### src/logic/isa_pkg.sv
package isa_pkg;

    // architectural widths
    localparam int data_w  = 32;
    localparam int addr_w  = 32;
    localparam int regnm_w = 5;

    // instruction class as recorded at dispatch
    typedef enum logic [2:0] {
        op_alu    = 3'd0,
        op_branch = 3'd1,
        op_jump   = 3'd2,
        op_load   = 3'd3,
        op_store  = 3'd4
    } op_class_e;

endpackage

### src/logic/rob_pkg.sv
package rob_pkg;

    // buffer geometry
    localparam int rob_depth = 16;
    localparam int tag_w     = 4;
    // one bit wider than the tag so a full buffer is representable
    localparam int count_w   = 5;

    // what the head entry does in the current cycle
    typedef enum logic [1:0] {
        commit_none     = 2'd0,
        commit_reg      = 2'd1,
        commit_store    = 2'd2,
        commit_redirect = 2'd3
    } commit_kind_e;

endpackage

### src/logic/rob_control.sv
`timescale 1ns/1ps

module rob_control
    import rob_pkg::*;
(
    input  logic             clk,
    input  logic             rst_n,
    input  logic             alloc_req,
    input  logic             head_ready,
    input  logic             head_is_store,
    input  logic             head_mispredict,
    output logic             alloc_grant,
    output logic [tag_w-1:0] alloc_tag,
    output logic             full,
    output logic [tag_w-1:0] head_tag,
    output commit_kind_e     commit_kind
);

    logic [tag_w-1:0]   head_ptr;
    logic [tag_w-1:0]   tail_ptr;
    logic [count_w-1:0] count;

    logic               empty;
    logic               retire;
    logic               flush;
    logic [tag_w-1:0]   head_next;
    logic [tag_w-1:0]   tail_next;

    assign empty = (count == count_w'(0));
    assign full  = (count == count_w'(rob_depth));

    // pointers wrap naturally at rob_depth
    assign head_next = head_ptr + tag_w'(1);
    assign tail_next = tail_ptr + tag_w'(1);

    // commit decision, store first, then redirect, then plain register
    always_comb begin
        commit_kind = commit_none;
        if (!empty && head_ready) begin
            if (head_is_store) begin
                commit_kind = commit_store;
            end else if (head_mispredict) begin
                commit_kind = commit_redirect;
            end else begin
                commit_kind = commit_reg;
            end
        end
    end

    assign retire = (commit_kind != commit_none);
    assign flush  = (commit_kind == commit_redirect);

    // no new entries while the buffer is being emptied
    assign alloc_grant = alloc_req && !full && !flush;
    assign alloc_tag   = tail_ptr;
    assign head_tag    = head_ptr;

    always_ff @(posedge clk) begin
        if (!rst_n) begin
            head_ptr <= '0;
            tail_ptr <= '0;
            count    <= '0;
        end else if (flush) begin
            // everything younger than the head is discarded
            head_ptr <= head_next;
            tail_ptr <= head_next;
            count    <= '0;
        end else begin
            if (alloc_grant) begin
                tail_ptr <= tail_next;
            end
            if (retire) begin
                head_ptr <= head_next;
            end
            // allocate and retire in the same cycle leave the count unchanged
            count <= count + count_w'(alloc_grant) - count_w'(retire);
        end
    end

endmodule

### src/logic/rob_entry_store.sv
`timescale 1ns/1ps

module rob_entry_store
    import isa_pkg::*;
    import rob_pkg::*;
(
    input  logic               clk,
    input  logic               rst_n,
    input  logic               alloc_grant,
    input  logic [tag_w-1:0]   alloc_tag,
    input  logic [regnm_w-1:0] alloc_regnm,
    input  logic               disp_en,
    input  logic [tag_w-1:0]   disp_tag,
    input  op_class_e          disp_op,
    input  logic               disp_pred_taken,
    input  logic               ex_en,
    input  logic [tag_w-1:0]   ex_tag,
    input  logic [data_w-1:0]  ex_data,
    input  logic               ex_taken,
    input  logic [addr_w-1:0]  ex_target,
    input  logic               lsu_en,
    input  logic [tag_w-1:0]   lsu_tag,
    input  logic [data_w-1:0]  lsu_data,
    input  logic [tag_w-1:0]   head_tag,
    output logic               head_ready,
    output logic               head_is_store,
    output logic               head_mispredict,
    output logic [regnm_w-1:0] head_regnm,
    output logic [data_w-1:0]  head_data,
    output logic [addr_w-1:0]  head_target
);

    // payload, indexed by tag
    logic [regnm_w-1:0]   regnm_mem  [rob_depth];
    op_class_e            op_mem     [rob_depth];
    logic                 pred_mem   [rob_depth];
    logic                 taken_mem  [rob_depth];
    logic [data_w-1:0]    data_mem   [rob_depth];
    logic [addr_w-1:0]    target_mem [rob_depth];

    logic [rob_depth-1:0] disp_q;
    logic [rob_depth-1:0] done_q;

    op_class_e            head_op;
    logic                 head_is_ctrl;

    // status flags, a fresh allocation starts the entry over
    always_ff @(posedge clk) begin
        if (!rst_n) begin
            disp_q <= '0;
            done_q <= '0;
        end else begin
            if (alloc_grant) begin
                disp_q[alloc_tag] <= 1'b0;
                done_q[alloc_tag] <= 1'b0;
            end
            if (disp_en) begin
                disp_q[disp_tag] <= 1'b1;
            end
            if (ex_en) begin
                done_q[ex_tag] <= 1'b1;
            end
            if (lsu_en) begin
                done_q[lsu_tag] <= 1'b1;
            end
        end
    end

    always_ff @(posedge clk) begin
        if (alloc_grant) begin
            regnm_mem[alloc_tag] <= alloc_regnm;
        end
        if (disp_en) begin
            op_mem[disp_tag]   <= disp_op;
            pred_mem[disp_tag] <= disp_pred_taken;
        end
        if (ex_en) begin
            data_mem[ex_tag]   <= ex_data;
            taken_mem[ex_tag]  <= ex_taken;
            target_mem[ex_tag] <= ex_target;
        end
        // loads never redirect
        if (lsu_en) begin
            data_mem[lsu_tag]  <= lsu_data;
            taken_mem[lsu_tag] <= 1'b0;
        end
    end

    // head read port
    assign head_op      = op_mem[head_tag];
    assign head_is_ctrl = (head_op == op_branch) || (head_op == op_jump);

    // stores retire on dispatch alone
    assign head_is_store   = disp_q[head_tag] && (head_op == op_store);
    assign head_ready      = done_q[head_tag] || head_is_store;
    assign head_mispredict = disp_q[head_tag] && head_is_ctrl &&
                             (pred_mem[head_tag] != taken_mem[head_tag]);

    assign head_regnm  = regnm_mem[head_tag];
    assign head_data   = data_mem[head_tag];
    assign head_target = target_mem[head_tag];

endmodule

### src/logic/rob_commit_stage.sv
`timescale 1ns/1ps

module rob_commit_stage
    import isa_pkg::*;
    import rob_pkg::*;
(
    input  logic               clk,
    input  logic               rst_n,
    input  commit_kind_e       commit_kind,
    input  logic [tag_w-1:0]   head_tag,
    input  logic [regnm_w-1:0] head_regnm,
    input  logic [data_w-1:0]  head_data,
    input  logic [addr_w-1:0]  head_target,
    output logic               rf_we,
    output logic [regnm_w-1:0] rf_regnm,
    output logic [data_w-1:0]  rf_data,
    output logic [tag_w-1:0]   rf_tag,
    output logic               store_release,
    output logic [tag_w-1:0]   store_tag,
    output logic               redirect,
    output logic [addr_w-1:0]  redirect_pc
);

    logic writes_reg;

    // a redirect still writes the link register
    assign writes_reg = (commit_kind == commit_reg) || (commit_kind == commit_redirect);

    // one-cycle pulses
    always_ff @(posedge clk) begin
        if (!rst_n) begin
            rf_we         <= 1'b0;
            store_release <= 1'b0;
            redirect      <= 1'b0;
        end else begin
            rf_we         <= writes_reg;
            store_release <= (commit_kind == commit_store);
            redirect      <= (commit_kind == commit_redirect);
        end
    end

    // payload holds its value between pulses
    always_ff @(posedge clk) begin
        if (writes_reg) begin
            rf_regnm <= head_regnm;
            rf_data  <= head_data;
            rf_tag   <= head_tag;
        end
        if (commit_kind == commit_store) begin
            store_tag <= head_tag;
        end
        if (commit_kind == commit_redirect) begin
            redirect_pc <= head_target;
        end
    end

endmodule

### src/logic/rob_top.sv
`timescale 1ns/1ps

module rob_top
    import isa_pkg::*;
    import rob_pkg::*;
(
    input  logic               clk,
    input  logic               rst_n,
    // allocation
    input  logic               alloc_req,
    input  logic [regnm_w-1:0] alloc_regnm,
    output logic               alloc_grant,
    output logic [tag_w-1:0]   alloc_tag,
    output logic               full,
    // dispatch
    input  logic               disp_en,
    input  logic [tag_w-1:0]   disp_tag,
    input  op_class_e          disp_op,
    input  logic               disp_pred_taken,
    // execute writeback
    input  logic               ex_en,
    input  logic [tag_w-1:0]   ex_tag,
    input  logic [data_w-1:0]  ex_data,
    input  logic               ex_taken,
    input  logic [addr_w-1:0]  ex_target,
    // load/store writeback
    input  logic               lsu_en,
    input  logic [tag_w-1:0]   lsu_tag,
    input  logic [data_w-1:0]  lsu_data,
    // commit
    output logic               rf_we,
    output logic [regnm_w-1:0] rf_regnm,
    output logic [data_w-1:0]  rf_data,
    output logic [tag_w-1:0]   rf_tag,
    output logic               store_release,
    output logic [tag_w-1:0]   store_tag,
    output logic               redirect,
    output logic [addr_w-1:0]  redirect_pc
);

    logic               head_ready;
    logic               head_is_store;
    logic               head_mispredict;
    logic [tag_w-1:0]   head_tag;
    logic [regnm_w-1:0] head_regnm;
    logic [data_w-1:0]  head_data;
    logic [addr_w-1:0]  head_target;
    commit_kind_e       commit_kind;

    rob_control rob_control_inst (
        .clk             (clk),
        .rst_n           (rst_n),
        .alloc_req       (alloc_req),
        .head_ready      (head_ready),
        .head_is_store   (head_is_store),
        .head_mispredict (head_mispredict),
        .alloc_grant     (alloc_grant),
        .alloc_tag       (alloc_tag),
        .full            (full),
        .head_tag        (head_tag),
        .commit_kind     (commit_kind)
    );

    rob_entry_store rob_entry_store_inst (
        .clk             (clk),
        .rst_n           (rst_n),
        .alloc_grant     (alloc_grant),
        .alloc_tag       (alloc_tag),
        .alloc_regnm     (alloc_regnm),
        .disp_en         (disp_en),
        .disp_tag        (disp_tag),
        .disp_op         (disp_op),
        .disp_pred_taken (disp_pred_taken),
        .ex_en           (ex_en),
        .ex_tag          (ex_tag),
        .ex_data         (ex_data),
        .ex_taken        (ex_taken),
        .ex_target       (ex_target),
        .lsu_en          (lsu_en),
        .lsu_tag         (lsu_tag),
        .lsu_data        (lsu_data),
        .head_tag        (head_tag),
        .head_ready      (head_ready),
        .head_is_store   (head_is_store),
        .head_mispredict (head_mispredict),
        .head_regnm      (head_regnm),
        .head_data       (head_data),
        .head_target     (head_target)
    );

    rob_commit_stage rob_commit_stage_inst (
        .clk           (clk),
        .rst_n         (rst_n),
        .commit_kind   (commit_kind),
        .head_tag      (head_tag),
        .head_regnm    (head_regnm),
        .head_data     (head_data),
        .head_target   (head_target),
        .rf_we         (rf_we),
        .rf_regnm      (rf_regnm),
        .rf_data       (rf_data),
        .rf_tag        (rf_tag),
        .store_release (store_release),
        .store_tag     (store_tag),
        .redirect      (redirect),
        .redirect_pc   (redirect_pc)
    );

endmodule

### config.mk
export PLATFORM = sky130hd
export DESIGN_NAME = rob_top
export DESIGN_NICKNAME = d
export VERILOG_FILES = /design/src/logic/isa_pkg.sv /design/src/logic/rob_pkg.sv /design/src/logic/rob_control.sv /design/src/logic/rob_entry_store.sv /design/src/logic/rob_commit_stage.sv /design/src/logic/rob_top.sv
export SDC_FILE = /design/constraint.sdc
export NUM_CORES = 2
export LEC_CHECK = 0
export BUFFER_PORTS_ARGS = -buffer_cell sky130_fd_sc_hd__buf_4
export CELL_PAD_IN_SITES_DETAIL_PLACEMENT = 1
export CELL_PAD_IN_SITES_GLOBAL_PLACEMENT = 2
export CORE_MARGIN = 2
export CORE_UTILIZATION = 40
export CTS_CLUSTER_DIAMETER = 30
export CTS_CLUSTER_SIZE = 10
export DETAILED_ROUTE_END_ITERATION = 8
export PLACE_DENSITY_LB_ADDON = 0.1
export REMOVE_ABC_BUFFERS = 1
export SKIP_CTS_REPAIR_TIMING = 1
export SLEW_MARGIN = 5
export SYNTH_ARGS = -nofsm -noshare
export SYNTH_HDL_FRONTEND = slang
export SYNTH_HIERARCHICAL = 1
export SYNTH_SLANG_ARGS = --single-unit
### constraint.sdc
create_clock -name clk -period 5.55 [get_ports clk]
set_clock_uncertainty 0.1 [all_clocks]
set_input_delay 0.555 -clock clk [delete_from_list [all_inputs] [get_ports clk]]
set_output_delay 0.555 -clock clk [all_outputs]
set_load 0.03 [all_outputs]
* Yosys cells after proc, flatten, opt, wreduce, memory -nomap -nowiden *
Memory sizes are Yosys's and may differ from the RTL's. A register that Yosys moved wholly into a read port is not among the register bits.
Cells that the tools add are included.

cells by class
  add/subtract/negate cells = 4
  order comparisons = 9
  equality and inequality tests = 8
  multiplexer cells = 41
  bitwise operators = 7
  reduce and logical (&&, ||, !) cells = 21

operators by type and width
  operator               count
  $mux W16               8
  $or A16 B16 Y16        3
  $mux W4                10
  $and A16 B16 Y16       2
  $lt A4 B5 Y1 const B   5
  $demux W1 S4           4
  $ge A4 B1 Y1 const B   4
  $not A16 Y16           1
  $mux W1                14
  $logic_and A1 B1 Y1    10
  $add A4 B1 Y4 const B  2
  $bmux W1 S4            2
  $mux W2                3
  $reduce_bool A2 Y1     3
  $add A5 B1 Y5          1
  $eq A5 B5 Y1 const B   1
  $logic_not A5 Y1       1
  $sub A5 B1 Y5          1
  $eq A2 B2 Y1 const B   2
  $eq A3 B1 Y1 const B   1
  $eq A3 B2 Y1 const B   1
  $eq A3 B3 Y1 const B   1
  $logic_not A1 Y1       3
  $logic_or A1 B1 Y1     3
  4 further kinds        4

storage, ports and cells
  register bits = 56
  memory bits (writable) = 1,184
  input port bits = 124
  word-level logic and storage cells = 106
  memories = 6

memory list
  name                             words  width  read ports  clocked after Yosys merged registers in  wr ports  RTL line               text
  rob_entry_store_inst.data_mem    16     32     1           1                                        2         rob_entry_store.sv:38  logic [data_w-1:0] data_mem [rob_depth];
  rob_entry_store_inst.target_mem  16     32     1           1                                        1         rob_entry_store.sv:39  logic [addr_w-1:0] target_mem [rob_depth];
  rob_entry_store_inst.regnm_mem   16     5      1           1                                        1         rob_entry_store.sv:34  logic [regnm_w-1:0] regnm_mem [rob_depth];
  rob_entry_store_inst.op_mem      16     3      1           1                                        1         rob_entry_store.sv:35  op_class_e op_mem [rob_depth];
  rob_entry_store_inst.pred_mem    16     1      1           1                                        1         rob_entry_store.sv:36  logic pred_mem [rob_depth];
  rob_entry_store_inst.taken_mem   16     1      1           1                                        2         rob_entry_store.sv:37  logic taken_mem [rob_depth];

* Logic depth before layout (Yosys ltp) *
  depth in word-level cells = 17
  depth in mapped cells = 18
  gate-level depth less buffers = 16

* Cells and area by module *
The synthesis kept the hierarchy.

by module, submodules not included
  module            times used  cells an instance  area an instance (µm²)  seq. area each (µm²)
  rob_entry_store   1           2,667              53,232.3                36,034.6
  rob_commit_stage  1           86                 2,413.6                 2,372.3
  rob_control       1           87                 792.0                   260.2

* Worst setup path after synthesis *
No wires, ideal clock.

  path kind = in2reg
  start = input port ex_tag[3]
  end = memory rob_entry_store_inst.data_mem[6][0] (enable)
  arrival = 4.026 ns
  data required time = 5.075 ns
  setup slack = 1.049 ns
  stages = 4
  path buffers = 1
  path through = clkbuf_1 > nand2b_1 > nor3_1 > or2_2

RTL lines
  item                RTL line               text
  start: declaration  rob_top.sv:22          input logic [tag_w-1:0] ex_tag,
  end: declaration    rob_entry_store.sv:38

* Final worst setup path *
  start = register rob_control_inst.head_ptr[0], in the netlist rob_control_inst/head_tag[0]
  end = output port alloc_grant

RTL lines
  item                           RTL line               text
  start: declaration             rob_control.sv:19      logic [tag_w-1:0] head_ptr;
  start signal: assignment       rob_control.sv:65      head_ptr <= head_next;
  start signal: assignment       rob_control.sv:73      head_ptr <= head_next;
  $bmux W1 S4                    rob_entry_store.sv:94  assign head_is_store = disp_q[head_tag] && (head_op == op_store);
  $mux W1 (implied by the code)  rob_entry_store.sv:94
  $logic_and A1 B1 Y1            rob_entry_store.sv:94
  net head_is_store              rob_top.sv:42          logic head_is_store;
  $logic_or A1 B1 Y1             rob_entry_store.sv:95  assign head_ready = done_q[head_tag] || head_is_store;
  net head_ready                 rob_top.sv:41          logic head_ready;
  $logic_and A1 B1 Y1            rob_control.sv:39      if (!empty && head_ready) begin
  $mux W2                        rob_control.sv:39
  net commit_kind[0]             rob_top.sv:48          commit_kind_e commit_kind;
  $eq A2 B2 Y1                   rob_control.sv:51      assign flush = (commit_kind == commit_redirect);
  $logic_not A1 Y1               rob_control.sv:54      assign alloc_grant = alloc_req && !full && !flush;
  $logic_and A1 B1 Y1            rob_control.sv:54
  end: declaration               rob_top.sv:12          output logic alloc_grant,

The timed path passes the listed nets, and every way through them passes these cells. The select of a mux whose other input is x is not followed.

==> impl_results.md <==
- Synth-to-Final Area Change: 25.8%
- Die ar.: 0.144 mm²
- DP Wirelength: 90400 µm
- Startpoint Class: register
- HP Class: input pin to register
- Vias: a little over 30000
- Total routed wirelength: between 150000 and 200000 µm
- I/O pin cnt: 210
- Clock Latency Late Sink: between 0.8 and 0.9 ns
- First-pass GRT wire length: 239000 µm
- Drt first pass iters: 5
- Power Internal: 23.9 mW
- Post-synth top cells: edfxtp_1, mux2_2, mux4_2
- Leak Pwr: 23.8 nW
- Highest metal used: met5
- Number of buffers created by CTS: 321
- Synth Flop Type: edfxtp_1
- Count leader, synth: edfxtp_1
- Root buf cell: clkbuf_16
- Distinct cells, synth: 54
- Core area: about 0.14 mm²
- # nets final: roughly 3400
- Yosys warns: 6
- Worst VDD drop: 262 µV
- Drt initial violations: about 2200
- Crit path DAT: 4.29 ns
- Vias/cell: 5.57
- Hold WS: -0.00369 ns
- Power share of the clock group: 57.5%
- Period minus WS final: 4.95 ns
- Critical path peak fanout: 24
- Cell Area, Synth: between 0.05 and 0.06 mm²
- Worst-Margin Slew: ~1.2 ns
- Asr flop ratio synth: 0%
- Post-synth top area cell: edfxtp_1
- IO Port Bufs: 209
- Starting Density: between 40% and 50%
- Gate power share: 5.3%
- Register bit total from synthesis: 1309
- Max Clock Freq: just over 0.2 GHz
- Sw Share: between 20 and 25%
- TritonCTS clock tree: built
- Largest family of logic cells by synthesized area: multiplexers
- Slew Limit Fails: 0
- Slew headroom: between 20% and 30%
- Failing checks: negative hold slack
- Post-synthesis sequential area ratio: 68.5%
- Pin count of the biggest net entering global routing: 97
- Final Cell Area: between 0.07 and 0.08 mm²
- Final ANT Viol Nets: 0
- Synth Area in Adders: 0.213%
- Xor/xnor share of the synthesized area: 0.186%
- Final period util: 89.1%
- Fin Setup TNS: 0 ns
- Htree depth: 5
- GR Overflow Total: 0
- Metal-1 WL: around 70000 µm
- Hold Vio Cnt, Final: 2
- Post-Synthesis Cells: 2840
- Clock Tree Buf Depth: 4
- Worst Setup End Kind: primary output
- Crit path kind: register to primary output
- Non-Filler Instances: 5424
- Fillers: 12500
- Final setup viols: 0
- Die width: between 300 and 400 µm
- Syn Area/Cell: a little under 20 µm²
- Power share of the sequential group: 37.3%
- Layout cells sized above 1: between 40% and 50%
- Compound-Gate Fraction of Synth Area: 0.661%
- Mux cell area share after synthesis: between 20% and 30%
- CP required: 4.89 ns
- Power Dens Cells: around 430 mW/mm²
- Area of placed instances: 0.0601 mm²
- Top-area cell type share of the netlist area: 66.2%
- Post-Place Cells: 4783
- Status: finished, violations left
- EDFF count, synth: ~1200
- RSZ-0062 raised after global routing: no
- Initial antenna violation count: 23
- Die H: 380 µm
- RD Place Congestion: between 0.7 and 0.8
- Routed met3 length: between 9000 and 10000 µm
- Reg clk slew, reported paths: 0.05 ns
- Num rows: 137
- Post-synthesis simple-gate area fraction: 2.65%
- Max Cap Violations: 0
- Net Switching: between 6 and 7 mW
- Met2 WL post-DR: ~84000 µm
- Area contributors post-synth: edfxtp_1, mux4_2, mux2_2, mux4_1, dfxtp_1
- GRT Total Usage: 23.2%
- Vias in the first global route: 33200
- Pwr Total: 30.4 mW
- Wirelength per Cell: 30.9 µm
- DRC violation count after routing: 0
- # clock sinks: 1309
-- worst max-delay path: stages (launching register included) --
cell,delay (ns)
dfxtp_4,0.65
buf_4,0.39
mux4_1,0.60
a22oi_1,0.15
and3_1,0.26
nor4b_2,0.11
or2_1,0.35
nand2_2,0.17
nor2_4,0.06
a21oi_1,0.23
buf_4,0.21
buf_4,0.18
-- power groups by stage --
| stage | combinational, mW | sequential (mW) | clock, mW |
|---|---|---|---|
| 2_1_floorplan | 0.980 | 11.5 | 0 |
| 3_3_place_gp | 1.50 | 11.5 | 0 |
| 3_5_place_dp | 1.56 | 11.5 | 0 |
| 4_1_cts | 1.57 | 11.3 | 17.8 |
| 5_1_grt | 1.73 | 11.3 | 18.3 |
| 6_report | 1.61 | 11.3 | 17.5 |
-- cells in the final DEF, fill, tap and decap left out, types with 6 or more instances in the layout --
master	synthesis	final
a21oi_1	45	45
buf_4	2	283
bufinv_16	0	26
clkbuf_1	135	43
clkbuf_16	0	331
clkinv_1	0	58
clkinv_2	0	47
clkinv_4	0	14
clkinvlp_4	0	25
dfxtp_1	64	60
diode_2	0	7
dlygate4sd3_1	0	75
edfxtp_1	1245	1245
ha_1	8	8
inv_1	34	28
inv_2	0	6
inv_6	0	9
mux2_2	480	480
mux2i_1	18	18
mux4_1	108	108
mux4_2	265	265
nand2_1	128	120
nand2_2	1	8
nand2b_1	13	12
nand3_1	23	23
nand3b_1	6	6
nor2_1	82	66
nor2_4	0	16
nor2b_1	16	15
nor3_1	11	6
nor3_2	1	6
or2_2	9	9
xnor2_1	7	7
-- final cells by class --
class | instances | area [µm²] | share of cell area [%]
Inverter | 34 | 128 | 0.180
Tap cell | 1876 | 2350 | 3.31
Antenna cell | 7 | 17.5 | 0.0247
Multi-Input combinational cell | 1278 | 16800 | 23.6
Clock inverter | 181 | 1650 | 2.32
Timing Repair Buffer | 361 | 2940 | 4.13
Sequential cell | 1309 | 38700 | 54.5
Clock buffer | 378 | 8500 | 12.0
-- registers in the layout, indices dropped and copies added (netlist names), 32 cells and up --
| register | cells |
|---|---|
| rob_entry_store_inst/target_mem | 512 |
| rob_commit_stage_inst/rf_data | 32 |
| rob_entry_store_inst/op_mem | 48 |
| rob_entry_store_inst/regnm_mem | 80 |
| rob_entry_store_inst/data_mem | 512 |
| rob_commit_stage_inst/redirect_pc | 32 |
-- stage by stage --
stage,utilization [%],setup WS (ns)
2_1_floorplan,-,-12.28
3_3_place_gp,43.0,1.07
3_5_place_dp,43.0,0.892
4_1_cts,50.3,0.499
5_1_grt,50.8,0.342
6_report,50.8,0.603
-- metal layers --
layer | track usage (%) | up-vias
met4 | 7.39 | 26
met1 | 29.6 | 16300
met5 | 0 | -
met2 | 38.7 | 898
li1 | - | 12700
met3 | 6.02 | 311
-- path summary, 6_finish.rpt --
kind	startpoint	endpoint	slack [ns]	cells after the start
setup reg to reg	rob_control_inst/head_tag[0]	rob_control_inst/count[4]	0.92	17
hold / removal	ex_data[17]	rob_entry_store_inst/data_mem[12][17]	-0.004	3
hold reg to reg	rob_entry_store_inst/taken_mem[7]	rob_entry_store_inst/taken_mem[7]	0.36	2
setup / recovery	rob_control_inst/head_tag[0]	alloc_grant	0.60	11
-- logic make-up (layout without fill, tap and decap cells) --
kind of cell	after synthesis	after routing
AOI/OAI and AO/OA	68	68
xor gates and xnor gates	12	12
adders and majority gates	9	9
buffers and inverters	253	954
DFF	1309	1309
muxes	871	871
other	0	7
and+or+nand+nor	318	318
(Power assumes the default switching activity.)
